--- config.mk ---
export PLATFORM = sky130hd
export DESIGN_NAME = write_beat_packer
export DESIGN_NICKNAME = d
export VERILOG_FILES = /design/src/hdl/mem_slave_pkg.sv /design/src/hdl/write_beat_packer.sv
export SDC_FILE = /design/constraint.sdc
export NUM_CORES = 1
export LEC_CHECK = 0
export ABC_AREA = 1
export BUFFER_PORTS_ARGS = -buffer_cell sky130_fd_sc_hd__buf_2
export CAP_MARGIN = 25
export CORE_ASPECT_RATIO = 1.1
export CORE_UTILIZATION = 25
export DETAILED_ROUTE_END_ITERATION = 6
export GPL_TIMING_DRIVEN = 0
export SKIP_CTS_REPAIR_TIMING = 1
export SYNTH_ARGS = -nofsm -noshare
export SYNTH_HDL_FRONTEND = slang
export SYNTH_SLANG_ARGS = --single-unit
--- constraint.sdc ---
create_clock -name clk -period 10.3 [get_ports clk]
set_input_delay 2.06 -clock clk [delete_from_list [all_inputs] [get_ports clk]]
set_output_delay 2.06 -clock clk [all_outputs]
set_load 0.02 [all_outputs]
--- src/hdl/mem_slave_pkg.sv ---
package mem_slave_pkg;

    localparam int BEAT_BITS      = 32;     // bus beat width
    localparam int WORD_BITS      = 256;    // memory word width
    localparam int BEATS_PER_WORD = 8;
    localparam int ADDR_BITS      = 28;     // bus byte address
    localparam int LEN_BITS       = 8;      // burst has len+1 beats
    localparam int STORE_WORDS    = 64;
    localparam int STORE_IDX_BITS = 6;      // higher word index bits alias
    localparam int READ_LATENCY   = 2;      // accepted request to word

    localparam int BEAT_STRB_BITS = BEAT_BITS / 8;
    localparam int WORD_STRB_BITS = WORD_BITS / 8;
    localparam int LANE_BITS      = $clog2(BEATS_PER_WORD);
    localparam int BYTE_OFF_BITS  = $clog2(BEAT_STRB_BITS);
    localparam int WORD_IDX_BITS  = ADDR_BITS - LANE_BITS - BYTE_OFF_BITS;

    // field view of a byte address
    typedef struct packed {
        logic [WORD_IDX_BITS-1:0] word_idx;
        logic [LANE_BITS-1:0]     lane;       // beat position in the word
        logic [BYTE_OFF_BITS-1:0] byte_off;   // ignored
    } addr_fields_t;

    typedef union packed {
        logic [ADDR_BITS-1:0] flat;
        addr_fields_t         fields;
    } bus_addr_u;

    // write or read command
    typedef struct packed {
        bus_addr_u            addr;
        logic [LEN_BITS-1:0]  len;
    } burst_cmd_t;

    typedef struct packed {
        logic [BEAT_BITS-1:0]      data;
        logic [BEAT_STRB_BITS-1:0] strb;
        logic                      last;
    } wr_beat_t;

    typedef struct packed {
        logic [BEAT_BITS-1:0] data;
        logic                 last;
    } rd_beat_t;

    // byte b of the word belongs to lane b/4
    typedef struct packed {
        logic [STORE_IDX_BITS-1:0] idx;
        logic [WORD_BITS-1:0]      data;
        logic [WORD_STRB_BITS-1:0] strb;
    } word_wr_t;

    typedef struct packed {
        logic [WORD_BITS-1:0] data;
    } word_rd_t;

endpackage
--- src/hdl/write_beat_packer.sv ---
`timescale 1ns/100ps

module write_beat_packer (
    input  logic                      clk,
    input  logic                      rst,
    input  logic                      init_done,

    input  mem_slave_pkg::burst_cmd_t wr_cmd,
    input  logic                      wr_cmd_valid,
    output logic                      wr_cmd_ready,

    input  mem_slave_pkg::wr_beat_t   wr_beat,
    input  logic                      wr_beat_valid,
    output logic                      wr_beat_ready,

    output mem_slave_pkg::word_wr_t   word_wr,
    output logic                      word_wr_valid,
    input  logic                      word_wr_ready
);
    import mem_slave_pkg::*;

    logic                      busy;           // burst in progress
    logic [STORE_IDX_BITS-1:0] cur_idx;        // word being assembled
    logic [LANE_BITS-1:0]      lane;           // lane of the next beat
    logic [LEN_BITS-1:0]       beats_left;     // beats after the current one
    logic [WORD_BITS-1:0]      asm_data;
    logic [WORD_STRB_BITS-1:0] asm_strb;
    logic [WORD_BITS-1:0]      asm_data_nxt;
    logic [WORD_STRB_BITS-1:0] asm_strb_nxt;
    logic                      cmd_fire;
    logic                      beat_fire;
    logic                      burst_end;
    logic                      word_done;

    assign cmd_fire  = wr_cmd_valid && wr_cmd_ready;
    assign beat_fire = wr_beat_valid && wr_beat_ready;

    // last flag ends the burst, the count covers a missing last
    assign burst_end = wr_beat.last || (beats_left == '0);
    assign word_done = burst_end || (lane == LANE_BITS'(BEATS_PER_WORD - 1));

    // idle only once the final word has left
    assign wr_cmd_ready  = init_done && !busy && !word_wr_valid;
    // hold beats while the output word is stuck
    assign wr_beat_ready = busy && (!word_wr_valid || word_wr_ready);

    // merge the incoming beat into its lane
    always_comb begin
        asm_data_nxt = asm_data;
        asm_strb_nxt = asm_strb;
        asm_data_nxt[lane*BEAT_BITS +: BEAT_BITS]           = wr_beat.data;
        asm_strb_nxt[lane*BEAT_STRB_BITS +: BEAT_STRB_BITS] = wr_beat.strb;
    end

    always_ff @(posedge clk) begin
        if (rst) begin
            busy          <= 1'b0;
            cur_idx       <= '0;
            lane          <= '0;
            beats_left    <= '0;
            word_wr_valid <= 1'b0;
        end else begin
            if (word_wr_ready) begin
                word_wr_valid <= 1'b0;                  // store took the word
            end
            if (cmd_fire) begin
                busy       <= 1'b1;
                cur_idx    <= wr_cmd.addr.fields.word_idx[STORE_IDX_BITS-1:0];
                lane       <= wr_cmd.addr.fields.lane;
                beats_left <= wr_cmd.len;
            end else if (beat_fire) begin
                beats_left <= beats_left - 1'b1;
                if (word_done) begin
                    word_wr_valid <= 1'b1;
                    cur_idx       <= cur_idx + 1'b1;    // wraps, so index aliases
                    lane          <= '0;
                end else begin
                    lane <= lane + 1'b1;
                end
                if (burst_end) begin
                    busy <= 1'b0;
                end
            end
        end
    end

    // assembly buffer and output word
    always_ff @(posedge clk) begin
        if (cmd_fire) begin
            asm_data <= '0;
            asm_strb <= '0;                             // untouched bytes stay unwritten
        end else if (beat_fire) begin
            if (word_done) begin
                word_wr.idx  <= cur_idx;
                word_wr.data <= asm_data_nxt;
                word_wr.strb <= asm_strb_nxt;
                asm_data     <= '0;
                asm_strb     <= '0;
            end else begin
                asm_data <= asm_data_nxt;
                asm_strb <= asm_strb_nxt;
            end
        end
    end

endmodule

* Word-level counts from Yosys, hierarchy flattened
Index checks and enable logic that the tools add are counted.
** Word-level totals
- Register bits :: 601
- Bits of input ports :: 79
- Output and inout bits :: 297
- Logic and storage cells :: 57
** Operators by class
- $add $sub $neg :: 5
- Equality and inequality tests :: 1
- Shifts and indexed selects :: 4
- Mux-type cells :: 19
- Bitwise gates (word level) :: 1
- Reductions and logical operators :: 17
** Operator list (count)
- $bwmux W256 :: 1
- $mux W256 :: 1
- $shift A32 B34 Y256 const A :: 1
- $shiftx A32 B34 Y256 :: 1
- $neg A5 Y34 :: 1
- $neg A8 Y34 :: 1
- $shift A4 B34 Y32 const A :: 1
- $shiftx A4 B34 Y32 :: 1
- $bwmux W32 :: 1
- $mux W32 :: 1
- $mux W6 :: 3
- $mux W8 :: 2
- $mux W3 :: 3
- $logic_not A8 Y1 :: 1
- $sub A8 B1 Y8 const B :: 1
- $mux W1 :: 7
- $add A6 B1 Y6 const B :: 1
- $reduce_bool A2 Y1 :: 3
- $logic_and A1 B1 Y1 :: 5
- $reduce_and A2 Y1 :: 2
- $add A3 B1 Y3 const B :: 1
- $eq A3 B3 Y1 const B :: 1
- $logic_or A1 B1 Y1 :: 3
- $reduce_and A3 Y1 :: 1
- other kinds (2) :: 3

* Depth between registers and ports, before layout
Gate-level depths: netlist (run 1).
- Word-level depth :: 6
- Gate-level depth with buffers :: 12
- Mapped depth without buffers :: 10

* Least setup slack after synthesis (run 1)
OpenSTA, ideal clock, no wires.
- Path kind :: input port to flip-flop
- From :: in word_wr_ready
- To :: reg word_wr[0] (netlist bit) (enable)
- Library setup time :: 0.642 ns
- Arrival :: 8.293 ns
- Required time :: 9.658 ns
- Setup slack :: 1.365 ns
- Stages on the path :: 6
- Path buffers :: 0
- Cell sequence :: inv_1 > nand2_1 > nand3_1 > inv_1 > nand2_1 > inv_1
** On the way
- Cells in the longest elaborated chain, start to end :: 4
** RTL lines
- start, declared :: line write_beat_packer.sv:18 : input logic word_wr_ready
- $logic_or A1 B1 Y1 :: line write_beat_packer.sv:45 : assign wr_beat_ready = busy && (!word_wr_valid || word_wr_ready);
- $logic_and A1 B1 Y1 :: line write_beat_packer.sv:45
- $logic_and A1 B1 Y1 :: line write_beat_packer.sv:36 : assign beat_fire = wr_beat_valid && wr_beat_ready;
- $reduce_and A3 Y1 (no source line)
- end, declared :: line write_beat_packer.sv:16 : output mem_slave_pkg::word_wr_t word_wr,
Every way passes these cells.
A chain may end at the register's enable or synchronous reset.

* Worst setup path after layout (run 1)
- From :: in word_wr_ready
- To :: out wr_beat_ready
** On the way
- Cells in the longest elaborated chain, start to end :: 2
** RTL lines
- $logic_or A1 B1 Y1 :: line write_beat_packer.sv:45
- $logic_and A1 B1 Y1 :: line write_beat_packer.sv:45
- end, declared :: line write_beat_packer.sv:14 : output logic wr_beat_ready,
Every way passes these cells.

==> flow_metrics.py, run 1 <==
metrics = {
    "timing": {
        "max-slew-margin-rel_pct": 38.88,
        "hold_violations": 0,
        "max_freq_ghz": 0.2150,
        "rsz0062_at_grt": "false",
        "worst_pin_slew_ps": 916.9,
        "worst_slack_ps": 5648,
        "drv_slew": 0,
        "timing.setup.tns_ps": 0,
        "setup-violations-final": 0,
        "min_period_ps": 4652,
        "fin_skew_ps": 30.61,
        "finalCritPeriodShare_pct": 45.16,
    },
    "critical_path": {
        "start_kind": "input pin",
        "startpoint": "word_wr_ready",
        "cp.required_ps": 8240,
        "path_max_fanout": 3,
        "critPathArrivalTime_ps": 2590,
        "cp-end-kind": "output port",
        "r2r_start": "lane[0]",
        "crit_type": "input pin to output port",
    },
    "final_layout": {
        "nFillCells": 9745,
        "drive_gt1_share_pct": 18.83,
        "seq_area_um2": 14970,
        "multi_input_area_um2": 7027,
        "finalNetCount": 3071,
        "finish.utilization_pct": 31.42,
        "areaGrowthSynthToFinish_pct": 24.69,
    },
    "logic_synthesis": {
        "yosysWarnings": 0,
        "syn_area_per_cell_um2": 9.128,
        "syn_area_um2": 23310,
        "syn_nets": 2643,
        "seq_area_frac_synth_pct": 64.23,
        "synthCells": 2554,
        "ys_ff_latch": 601,
        "ys_types": 28,
    },
    "clock_network": {
        "clkLatencyLatePin_ps": 630,
        "numClockSinks": 601,
        "cts_tree": "built",
        "htreeDepth": 3,
        "clkTransAtPathRegs_ps": 50,
        "cts_root_buffer": "clkbuf_16",
        "cts.path.max_buffers": 3,
        "cts_buffers": 69,
    },
    "global_routing": {
        "grt_use_total_pct": 17.48,
        "grt_overflow": 0,
        "grt_pass1_wl_mm": 119.7,
        "grt_pass1_vias": 17790,
        "grt_antenna_before_repair": 4,
        "grt_max_degree": 117,
    },
    "power": {
        "powerDensity_nw_per_um2": 190.3,
        "vdd_drop_max_uv": 100.0,
        "seqPwrFrac_pct": 46.5,
        "power_mw": 5.533,
        "switching_power_mw": 1.391,
        "switching_share_pct": 25.14,
        "p_clk_share_pct": 46.0,
        "power.internal_mw": 4.142,
        "leakage_nw": 11.79,
        "p_comb_share_pct": 7.5,
    },
    "detailed_routing": {
        "antenna_left": 0,
        "via_per_inst": 4.445,
        "drc": 0,
        "vias": 19060,
        "routed_wl_mm": 84.06,
        "drt-initial-drc-count": 1469,
        "drtPass1Iterations": 5,
        "wl_per_cell_um": 19.60,
    },
    "floorplan": {
        "rows": 117,
        "die_y_um": 322.3,
        "dieArea_um2": 94480,
        "die_x_um": 293.2,
        "initial_core_util_pct": 25.20,
        "pin_count": 376,
        "core_um2": 92520,
    },
    "placed_design": {
        "dp_hpwl_mm": 63.41,
        "gp_congestion": 0.8378,
        "port_buffers": 355,
        "place_ws_ps": 5172,
    },
    "run": {
        "max-cap-violations": 0,
    },
    "run_status": {
        "status": "finished, final reports clean",
    },
    "worst_hold_path": {
        "hold_path_class": "flip-flop to flip-flop",
        "min_from": "asm_data[20]",
    },
}
-- path summary, 6_finish.rpt --
check,to,slack [ps],cells past startpoint
worst max-delay path,wr_beat_ready,5650,5
worst min-delay path,asm_data[20],450,2
worst max register to register,word_wr[61],6930,8
worst min register to register,asm_data[20],450,2
-- cells in the mapped netlist --
cell type | instances | area, µm²
ha_1 | 10 | 125.1
inv_1 | 170 | 638.1
buf_1 | 18 | 67.56
inv_2 | 6 | 22.52
o21ai_1 | 227 | 1136
dfxtp_1 | 307 | 6146
nor2_2 | 1 | 6.260
nor2_1 | 70 | 262.8
nor3_1 | 50 | 250.2
nand3_4 | 1 | 17.52
a31oi_1 | 1 | 6.260
buf_4 | 5 | 37.54
a21oi_1 | 46 | 230.2
o21ai_0 | 122 | 610.6
nand4_2 | 2 | 25.02
nand3_2 | 4 | 40.04
nor3_4 | 1 | 16.27
xor2_1 | 5 | 43.79
nand3_1 | 64 | 320.3
clkbuf_1 | 52 | 195.2
and2_1 | 1 | 6.260
nand2_1 | 1009 | 3787
a21oi_2 | 10 | 87.58
nand4_1 | 4 | 25.02
o211ai_1 | 1 | 7.510
o21bai_1 | 3 | 22.52
edfxtp_1 | 294 | 8828
buf_2 | 70 | 350.3
-- placed cells by master (no fill, tap or decap), drive strengths merged --
master | netlist | final
a21oi | 56 | 56
a31oi | 1 | 1
and2 | 1 | 1
buf | 93 | 450
bufinv | 0 | 6
clkbuf | 52 | 142
clkinv | 0 | 20
clkinvlp | 0 | 5
dfxtp | 307 | 307
diode | 0 | 1
edfxtp | 294 | 294
ha | 10 | 10
inv | 176 | 182
nand2 | 1009 | 1009
nand3 | 69 | 69
nand4 | 6 | 6
nor2 | 71 | 71
nor3 | 51 | 51
o211ai | 1 | 1
o21ai | 349 | 349
o21bai | 3 | 3
xor2 | 5 | 5
-- metrics by stage --
step	std cells	instance area [µm²]	hold slack (ps)
floorplan	2554	23310	426.2
global placement	4158	26650	435.9
detailed placement	4160	26710	439.0
CTS	4287	29070	451.9
global route	4288	29070	461.1
finish	4288	29070	449.1
-- cell type report --
class                           instances  share of cell area [%]
Multi-Input combinational cell       1632                   24.17
Antenna cell                            1                0.008608
Inverter                              176                   2.298
Timing Repair Buffer                  357                   6.301
Sequential cell                       601                   51.51
Tap cell                             1249                   5.376
Clock inverter                         37                   1.356
Buffer                                145                   2.238
Clock buffer                           90                   6.736
-- flip-flops by register name, indices dropped and copies added (netlist names) --
name           count
word_wr          294
lane               3
asm_strb          32
asm_data         256
busy               1
cur_idx            6
beats_left         8
word_wr_valid      1
-- power groups by stage --
stage	sequential [mW]	clock, mW	combinational [mW]
after CTS	2.57	2.60	0.419
after global placement	2.64	0	0.414
after floorplan	2.66	0	0.188
final	2.57	2.55	0.413
after detailed placement	2.62	0	0.417
after global routing	2.58	2.70	0.448
-- logic make-up (layout without fill, tap and decap cells) --
group / after synthesis / after routing / share of synthesized area (%)
AND/OR/NAND/NOR: 1207 / 1207 / 20.41
flip-flops: 601 / 601 / 64.23
AO/OA/AOI/OAI: 410 / 410 / 9.011
buffers and inverters: 321 / 805 / 5.625
adder cells (fa/ha/maj): 10 / 10 / 0.5367
XOR/XNOR: 5 / 5 / 0.1878
other: 0 / 1 / 0
-- per-layer routing --
| layer | routed length (µm) | global-route usage (%) | up-vias |
|---|---|---|---|
| met2 | 39720 | 28.98 | 696 |
| li1 | - | - | 9198 |
| met4 | 2521 | 6.643 | 0 |
| met1 | 36030 | 22.42 | 9048 |
| met5 | 0 | 0 | - |
| met3 | 5789 | 3.404 | 120 |
-- critical path, cell delays in order --
cell and delay [ps]:
buf_2 100, inv_1 50, nand2_1 80, and2_1 150
buf_2 150
(Power assumes the default switching activity.)
==> run 2, diff against run 1 <==
Settings changed: ABC_AREA 1 to 0.
Clock period 10.3 ns to 3.9 ns, I/O delays scaled along.
==> flow_metrics.py, run 2 <==
metrics = {
    "timing": {
        "rsz0062_at_grt": "false",
        "setup-violations-final": 0,
        "drv_slew": 0,
        "hold_violations": 0,
        "min_period_ps": 3618,
        "max_freq_ghz": 0.2764,
        "timing.setup.tns_ps": 0,
        "finalCritPeriodShare_pct": 92.78,
        "fin_skew_ps": 22.11,
        "max-slew-margin-rel_pct": 37.38,
        "worst_pin_slew_ps": 935.9,
    },
    "final_layout": {
        "nFillCells": 8791,
        "final_common_cell": "a22o_1",
        "finish.utilization_pct": 31.79,
        "antenna_cells": 0,
        "final_cell_mix": "a22o_1, buf_2, dfxtp_1",
        "drive_gt1_share_pct": 28.86,
        "largest_reg_flops": 294,
        "finalNetCount": 2172,
        "areaGrowthSynthToFinish_pct": 25.27,
        "largest-register": "word_wr",
        "reg_top3": "word_wr: 294 flops, asm_data: 256 flops, asm_strb: 32 flops",
    },
    "logic_synthesis": {
        "ys_types": 59,
        "syn_area_per_cell_um2": 13.61,
        "ys_async_sr_fraction_pct": 0,
        "yosysTopAreaCell": "edfxtp_1",
        "synth_area_leaders": "edfxtp_1, dfxtp_1, a22o_1",
        "seq_area_frac_synth_pct": 66.82,
        "ys_ff_latch": 601,
        "synth-edff-count": 294,
        "synth_top_cell_area_share_pct": 39.40,
        "yosysWarnings": 0,
        "ys_top_cells_by_count": "a22o_1, dfxtp_1, edfxtp_1, nand2_1, o21ai_0",
        "synthCells": 1646,
        "syn_nets": 1735,
        "ys.flop_type": "dfxtp_1",
        "yosysMostFrequentCell": "a22o_1",
        "syn_area_um2": 22410,
    },
    "clock_network": {
        "cts_tree": "built",
        "cts_buffers": 67,
        "clkTransAtPathRegs_ps": 60,
        "cts_root_buffer": "clkbuf_16",
        "clkLatencyLatePin_ps": 620,
        "htreeDepth": 3,
        "cts.path.max_buffers": 3,
        "numClockSinks": 601,
    },
    "detailed_routing": {
        "vias": 15780,
        "wl_per_cell_um": 22.53,
        "drt-initial-drc-count": 1176,
        "drtPass1Iterations": 7,
        "routed_wl_mm": 74.31,
        "via_per_inst": 4.785,
        "drc": 1,
        "antenna_left": 0,
    },
    "critical_path": {
        "crit_type": "flip-flop to flip-flop",
        "path_max_fanout": 10,
        "critPathArrivalTime_ps": 3950,
        "slowest_delay_ps": 550,
        "cp-end-kind": "flip-flop",
        "cp.required_ps": 4230,
        "crit_slowest_cell": "clkbuf_1",
        "start_kind": "flip-flop",
        "cpMostUsedCell": "clkbuf_1",
        "path_cells": "buf_4, inv_1, ha_1, clkbuf_1, and2_1, clkbuf_1, clkbuf_1, nand2_1, o21ai_0",
    },
    "global_routing": {
        "grt_pass1_vias": 15060,
        "grt_max_degree": 44,
        "grt_overflow": 0,
        "grt_use_total_pct": 15.81,
        "grt_pass1_wl_mm": 104.1,
        "grt_antenna_before_repair": 5,
    },
    "floorplan": {
        "initial_core_util_pct": 25.38,
        "die_x_um": 287.5,
        "die_y_um": 316.0,
        "rows": 114,
        "core_um2": 88290,
        "dieArea_um2": 90840,
        "pin_count": 376,
    },
    "placed_design": {
        "gp_congestion": 0.8201,
        "port_buffers": 355,
        "dp_hpwl_mm": 54.34,
    },
    "run_status": {
        "status": "finished with violations",
        "violations": "DRC",
    },
    "power": {
        "powerDensity_nw_per_um2": 503.9,
        "leakage_nw": 10.87,
        "vdd_drop_max_uv": 233.6,
    },
    "worst_hold_path": {
        "hold_path_class": "input pin to flip-flop",
    },
    "run": {
        "max-cap-violations": 0,
    },
}
==> run 2: cell count changes in the layout (fill, tap and decap cells not counted), moves of 29 or more <==
cell / before / now
mux2_2: 0 / 57
nor2_1: 70 / 15
nand2_1: 1009 / 137
o21ai_1: 227 / 3
a21oi_1: 46 / 15
a22o_1: 0 / 432
nor3_1: 50 / 1
clkbuf_1: 60 / 100
nand3_1: 64 / 11
o21ai_0: 122 / 93
inv_1: 169 / 6
==> run 2: area by class of cell <==
type	instances	area, µm²	area share (%)
well taps	1160	1451	5.170
clock buffers	85	1794	6.392
multi-input cells	879	6606	23.53
clock inverters	39	420.4	1.498
repair buffers	368	1986	7.073
plain buffers	159	809.5	2.884
flip-flops and latches	601	14970	53.34
inverters	7	30.03	0.1070
==> run 2: where the power goes <==
part	total, mW	switching [mW]	internal (mW)
combinational	0.977	0.679	0.297
sequential	6.76	0.0504	6.71
clock	6.41	2.74	3.66
==> run 2: cells by family after synthesis <==
kind of cell,Yosys count,share of synthesized area (%)
DFF,601,66.82
and+or+nand+nor,229,5.098
xor gates and xnor gates,1,0.03909
muxes,57,2.864
adders and majority gates,10,0.5583
buffers and inverters,166,3.730
AOI/OAI and AO/OA,582,20.89
==> run 2: critical path, delay by kind of cell (launching register included) <==
family	cells	cell delay, ps
buf+inv	5	1690
simple gates	2	360
fa+ha+maj	1	340
compound gates	1	540
flops	1	380
==> run 2: path summary, 6_finish.rpt <==
kind,start,end,slack [ps],depth (start not counted)
min reg2reg,asm_data[22],asm_data[22],470,1
max reg2reg,lane[0],word_wr[10],280,9
min,wr_cmd[1],beats_left[1],420,3
max,lane[0],word_wr[10],280,9
==> run 2: stage by stage <==
| stage | hold WS, ps | total power [mW] | worst slack, ps | cell area [µm²] | instances |
|---|---|---|---|---|---|
| after CTS | 367.4 | 14.33 | 310.6 | 28070 | 3298 |
| after floorplan | 420.9 | 7.493 | -2199 | 22420 | 1646 |
| after global routing | 390.3 | 14.64 | 64.70 | 28070 | 3298 |
| final | 424.2 | 14.15 | 281.8 | 28070 | 3298 |
| after detailed placement | 454.0 | 7.891 | 373.6 | 25860 | 3174 |
| after global placement | 436.3 | 7.901 | -4865 | 25650 | 3161 |
==> run 2: per-layer routing <==
| layer | vias to the layer above | GRT usage, % | routed length (µm) |
|---|---|---|---|
| li1 | 7250 | - | - |
| met1 | 7872 | 20.76 | 32200 |
| met2 | 563 | 25.52 | 35300 |
| met3 | 93 | 4.149 | 5356 |
| met4 | 4 | 4.412 | 1426 |
| met5 | - | 0 | 26 |
==> run 3, diff against run 2 <==
Clock period 3.9 ns to 3.4 ns, I/O delays scaled along.
==> flow_metrics.py, run 3 (synthesis results as in run 2) <==
metrics = {
    "detailed_routing": {
        "drtPass1Iterations": 5,
        "via_per_inst": 4.816,
        "routed_wl_mm": 73.75,
        "antenna_left": 0,
        "drc": 0,
        "wl_per_cell_um": 22.35,
        "vias": 15890,
        "drt-initial-drc-count": 1351,
    },
    "power": {
        "vdd_drop_max_uv": 342.1,
        "switching_power_mw": 3.943,
        "leakage_nw": 10.97,
        "seqPwrFrac_pct": 46.7,
        "p_comb_share_pct": 6.8,
        "p_clk_share_pct": 46.6,
        "power.internal_mw": 12.68,
        "powerDensity_nw_per_um2": 587.7,
        "switching_share_pct": 23.73,
    },
    "run_status": {
        "status": "finished, final reports clean",
    },
    "global_routing": {
        "grt_pass1_vias": 15080,
        "grt_antenna_before_repair": 5,
        "grt_max_degree": 47,
        "grt_overflow": 0,
        "grt_pass1_wl_mm": 104.6,
        "grt_use_total_pct": 15.80,
    },
    "worst_hold_path": {
        "hold_path_class": "input pin to flip-flop",
    },
    "final_layout": {
        "seq_area_um2": 14980,
        "finalNetCount": 2172,
        "drive_gt1_share_pct": 29.75,
        "largest_reg_flops": 294,
        "largest-register": "word_wr",
        "multi_input_area_um2": 6635,
        "nFillCells": 8815,
        "areaGrowthSynthToFinish_pct": 26.21,
        "design_area_um2": 28280,
        "final_common_cell": "a22o_1",
        "final_cell_mix": "a22o_1, buf_2, dfxtp_1",
        "reg_top3": "word_wr: 294 flops, asm_data: 256 flops, asm_strb: 32 flops",
    },
    "timing": {
        "finalCritPeriodShare_pct": 95.56,
        "fin_skew_ps": 22.28,
        "timing.setup.tns_ps": 0,
        "max_freq_ghz": 0.3078,
        "worst_pin_slew_ps": 979.7,
        "setup-violations-final": 0,
        "max-slew-margin-rel_pct": 34.25,
        "drv_slew": 0,
        "rsz0062_at_grt": "true",
        "min_period_ps": 3249,
        "hold_violations": 0,
    },
    "critical_path": {
        "slowest_delay_ps": 470,
        "path_max_fanout": 10,
        "critPathArrivalTime_ps": 3510,
        "path_cells": "buf_4, inv_1, ha_1, ha_1, o31a_1, nand2_1, clkbuf_1, clkbuf_1, o21ai_0",
        "crit_slowest_cell": "clkbuf_1",
        "start_kind": "flip-flop",
        "crit_type": "flip-flop to flip-flop",
        "cp-end-kind": "flip-flop",
        "cp.required_ps": 3660,
    },
    "floorplan": {
        "pin_count": 376,
        "initial_core_util_pct": 25.38,
        "core_um2": 88290,
        "die_x_um": 287.5,
        "dieArea_um2": 90840,
        "die_y_um": 316.0,
        "rows": 114,
    },
    "clock_network": {
        "cts_tree": "built",
        "cts_buffers": 67,
        "clkTransAtPathRegs_ps": 60,
        "cts_root_buffer": "clkbuf_16",
        "cts.path.max_buffers": 3,
        "clkLatencyLatePin_ps": 610,
        "htreeDepth": 3,
        "numClockSinks": 601,
    },
    "placed_design": {
        "port_buffers": 355,
        "dpl-instance-area_um2": 25900,
        "gp_congestion": 0.8085,
        "dp_hpwl_mm": 54.09,
    },
    "run": {
        "max-cap-violations": 0,
    },
}
==> run 3: changes by cell type in the layout (fill, tap and decap cells not counted), sizes merged <==
cell	change
bufinv	+2
diode	+1
clkinv	-8
clkinvlp	+2
inv	-3
buf	+1
clkbuf	+6
==> run 3: worst paths after layout <==
kind	startpoint	to	slack (ps)	depth (start not counted)
setup / recovery	lane[0]	word_wr[11]	150	9
setup reg to reg	lane[0]	word_wr[11]	150	9
hold reg to reg	asm_data[7]	asm_data[7]	470	1
hold / removal	wr_cmd[0]	beats_left[0]	340	3
==> run 3: area by class of cell <==
cell class	instances	share of cell area, %
tap	1160	5.132
timing repair buffer	369	7.091
multi-input combinational	879	23.46
antenna	1	0.008848
buffer	158	2.875
sequential	601	52.96
clock inverter	32	1.411
clock buffer	92	6.959
inverter	7	0.1062
==> run 3: power by group through the flow <==
| stage | clock (mW) | combinational (mW) | sequential (mW) |
|---|---|---|---|
| floorplan | 0 | 0.580 | 8.02 |
| global placement | 0 | 1.11 | 7.95 |
| detailed placement | 0 | 1.15 | 7.91 |
| CTS | 7.93 | 1.15 | 7.75 |
| global route | 8.23 | 1.22 | 7.76 |
| finish | 7.74 | 1.13 | 7.76 |
==> run 3: per-stage QoR <==
step / utilization, % / setup slack [ps] / hold slack (ps) / total power [mW] / std cells
3_5_place_dp: 29.34 / -314.5 / 454.2 / 9.054 / 3175
6_report: 32.03 / 150.8 / 338.5 / 16.62 / 3299
5_1_grt: 32.03 / -0.1168 / 310.9 / 17.21 / 3298
3_3_place_gp: 29.08 / -5245 / 450.2 / 9.063 / 3161
4_1_cts: 32.02 / -378.1 / 286.9 / 16.83 / 3299
2_1_floorplan: - / -2604 / 420.9 / 8.596 / 1646
==> run 3: routing by layer <==
metal  part of all wire (%)  vias up  global-route usage (%)
met2                     48      599                   25.37
li1                       -     7262                       -
met1                     43     7926                   21.04
met4                    1.8        6                   4.110
met5                  0.046        -                       0
met3                    7.6       95                   4.055
==> run 3: worst max-delay path: cells and delay by family (launching register included) <==
| kind | cells | cell delay (ps) |
|---|---|---|
| AO/OA/AOI/OAI | 2 | 550 |
| adder cells (fa/ha/maj) | 2 | 580 |
| buffers and inverters | 4 | 1220 |
| flip-flops | 1 | 420 |
| AND/OR/NAND/NOR | 1 | 120 |
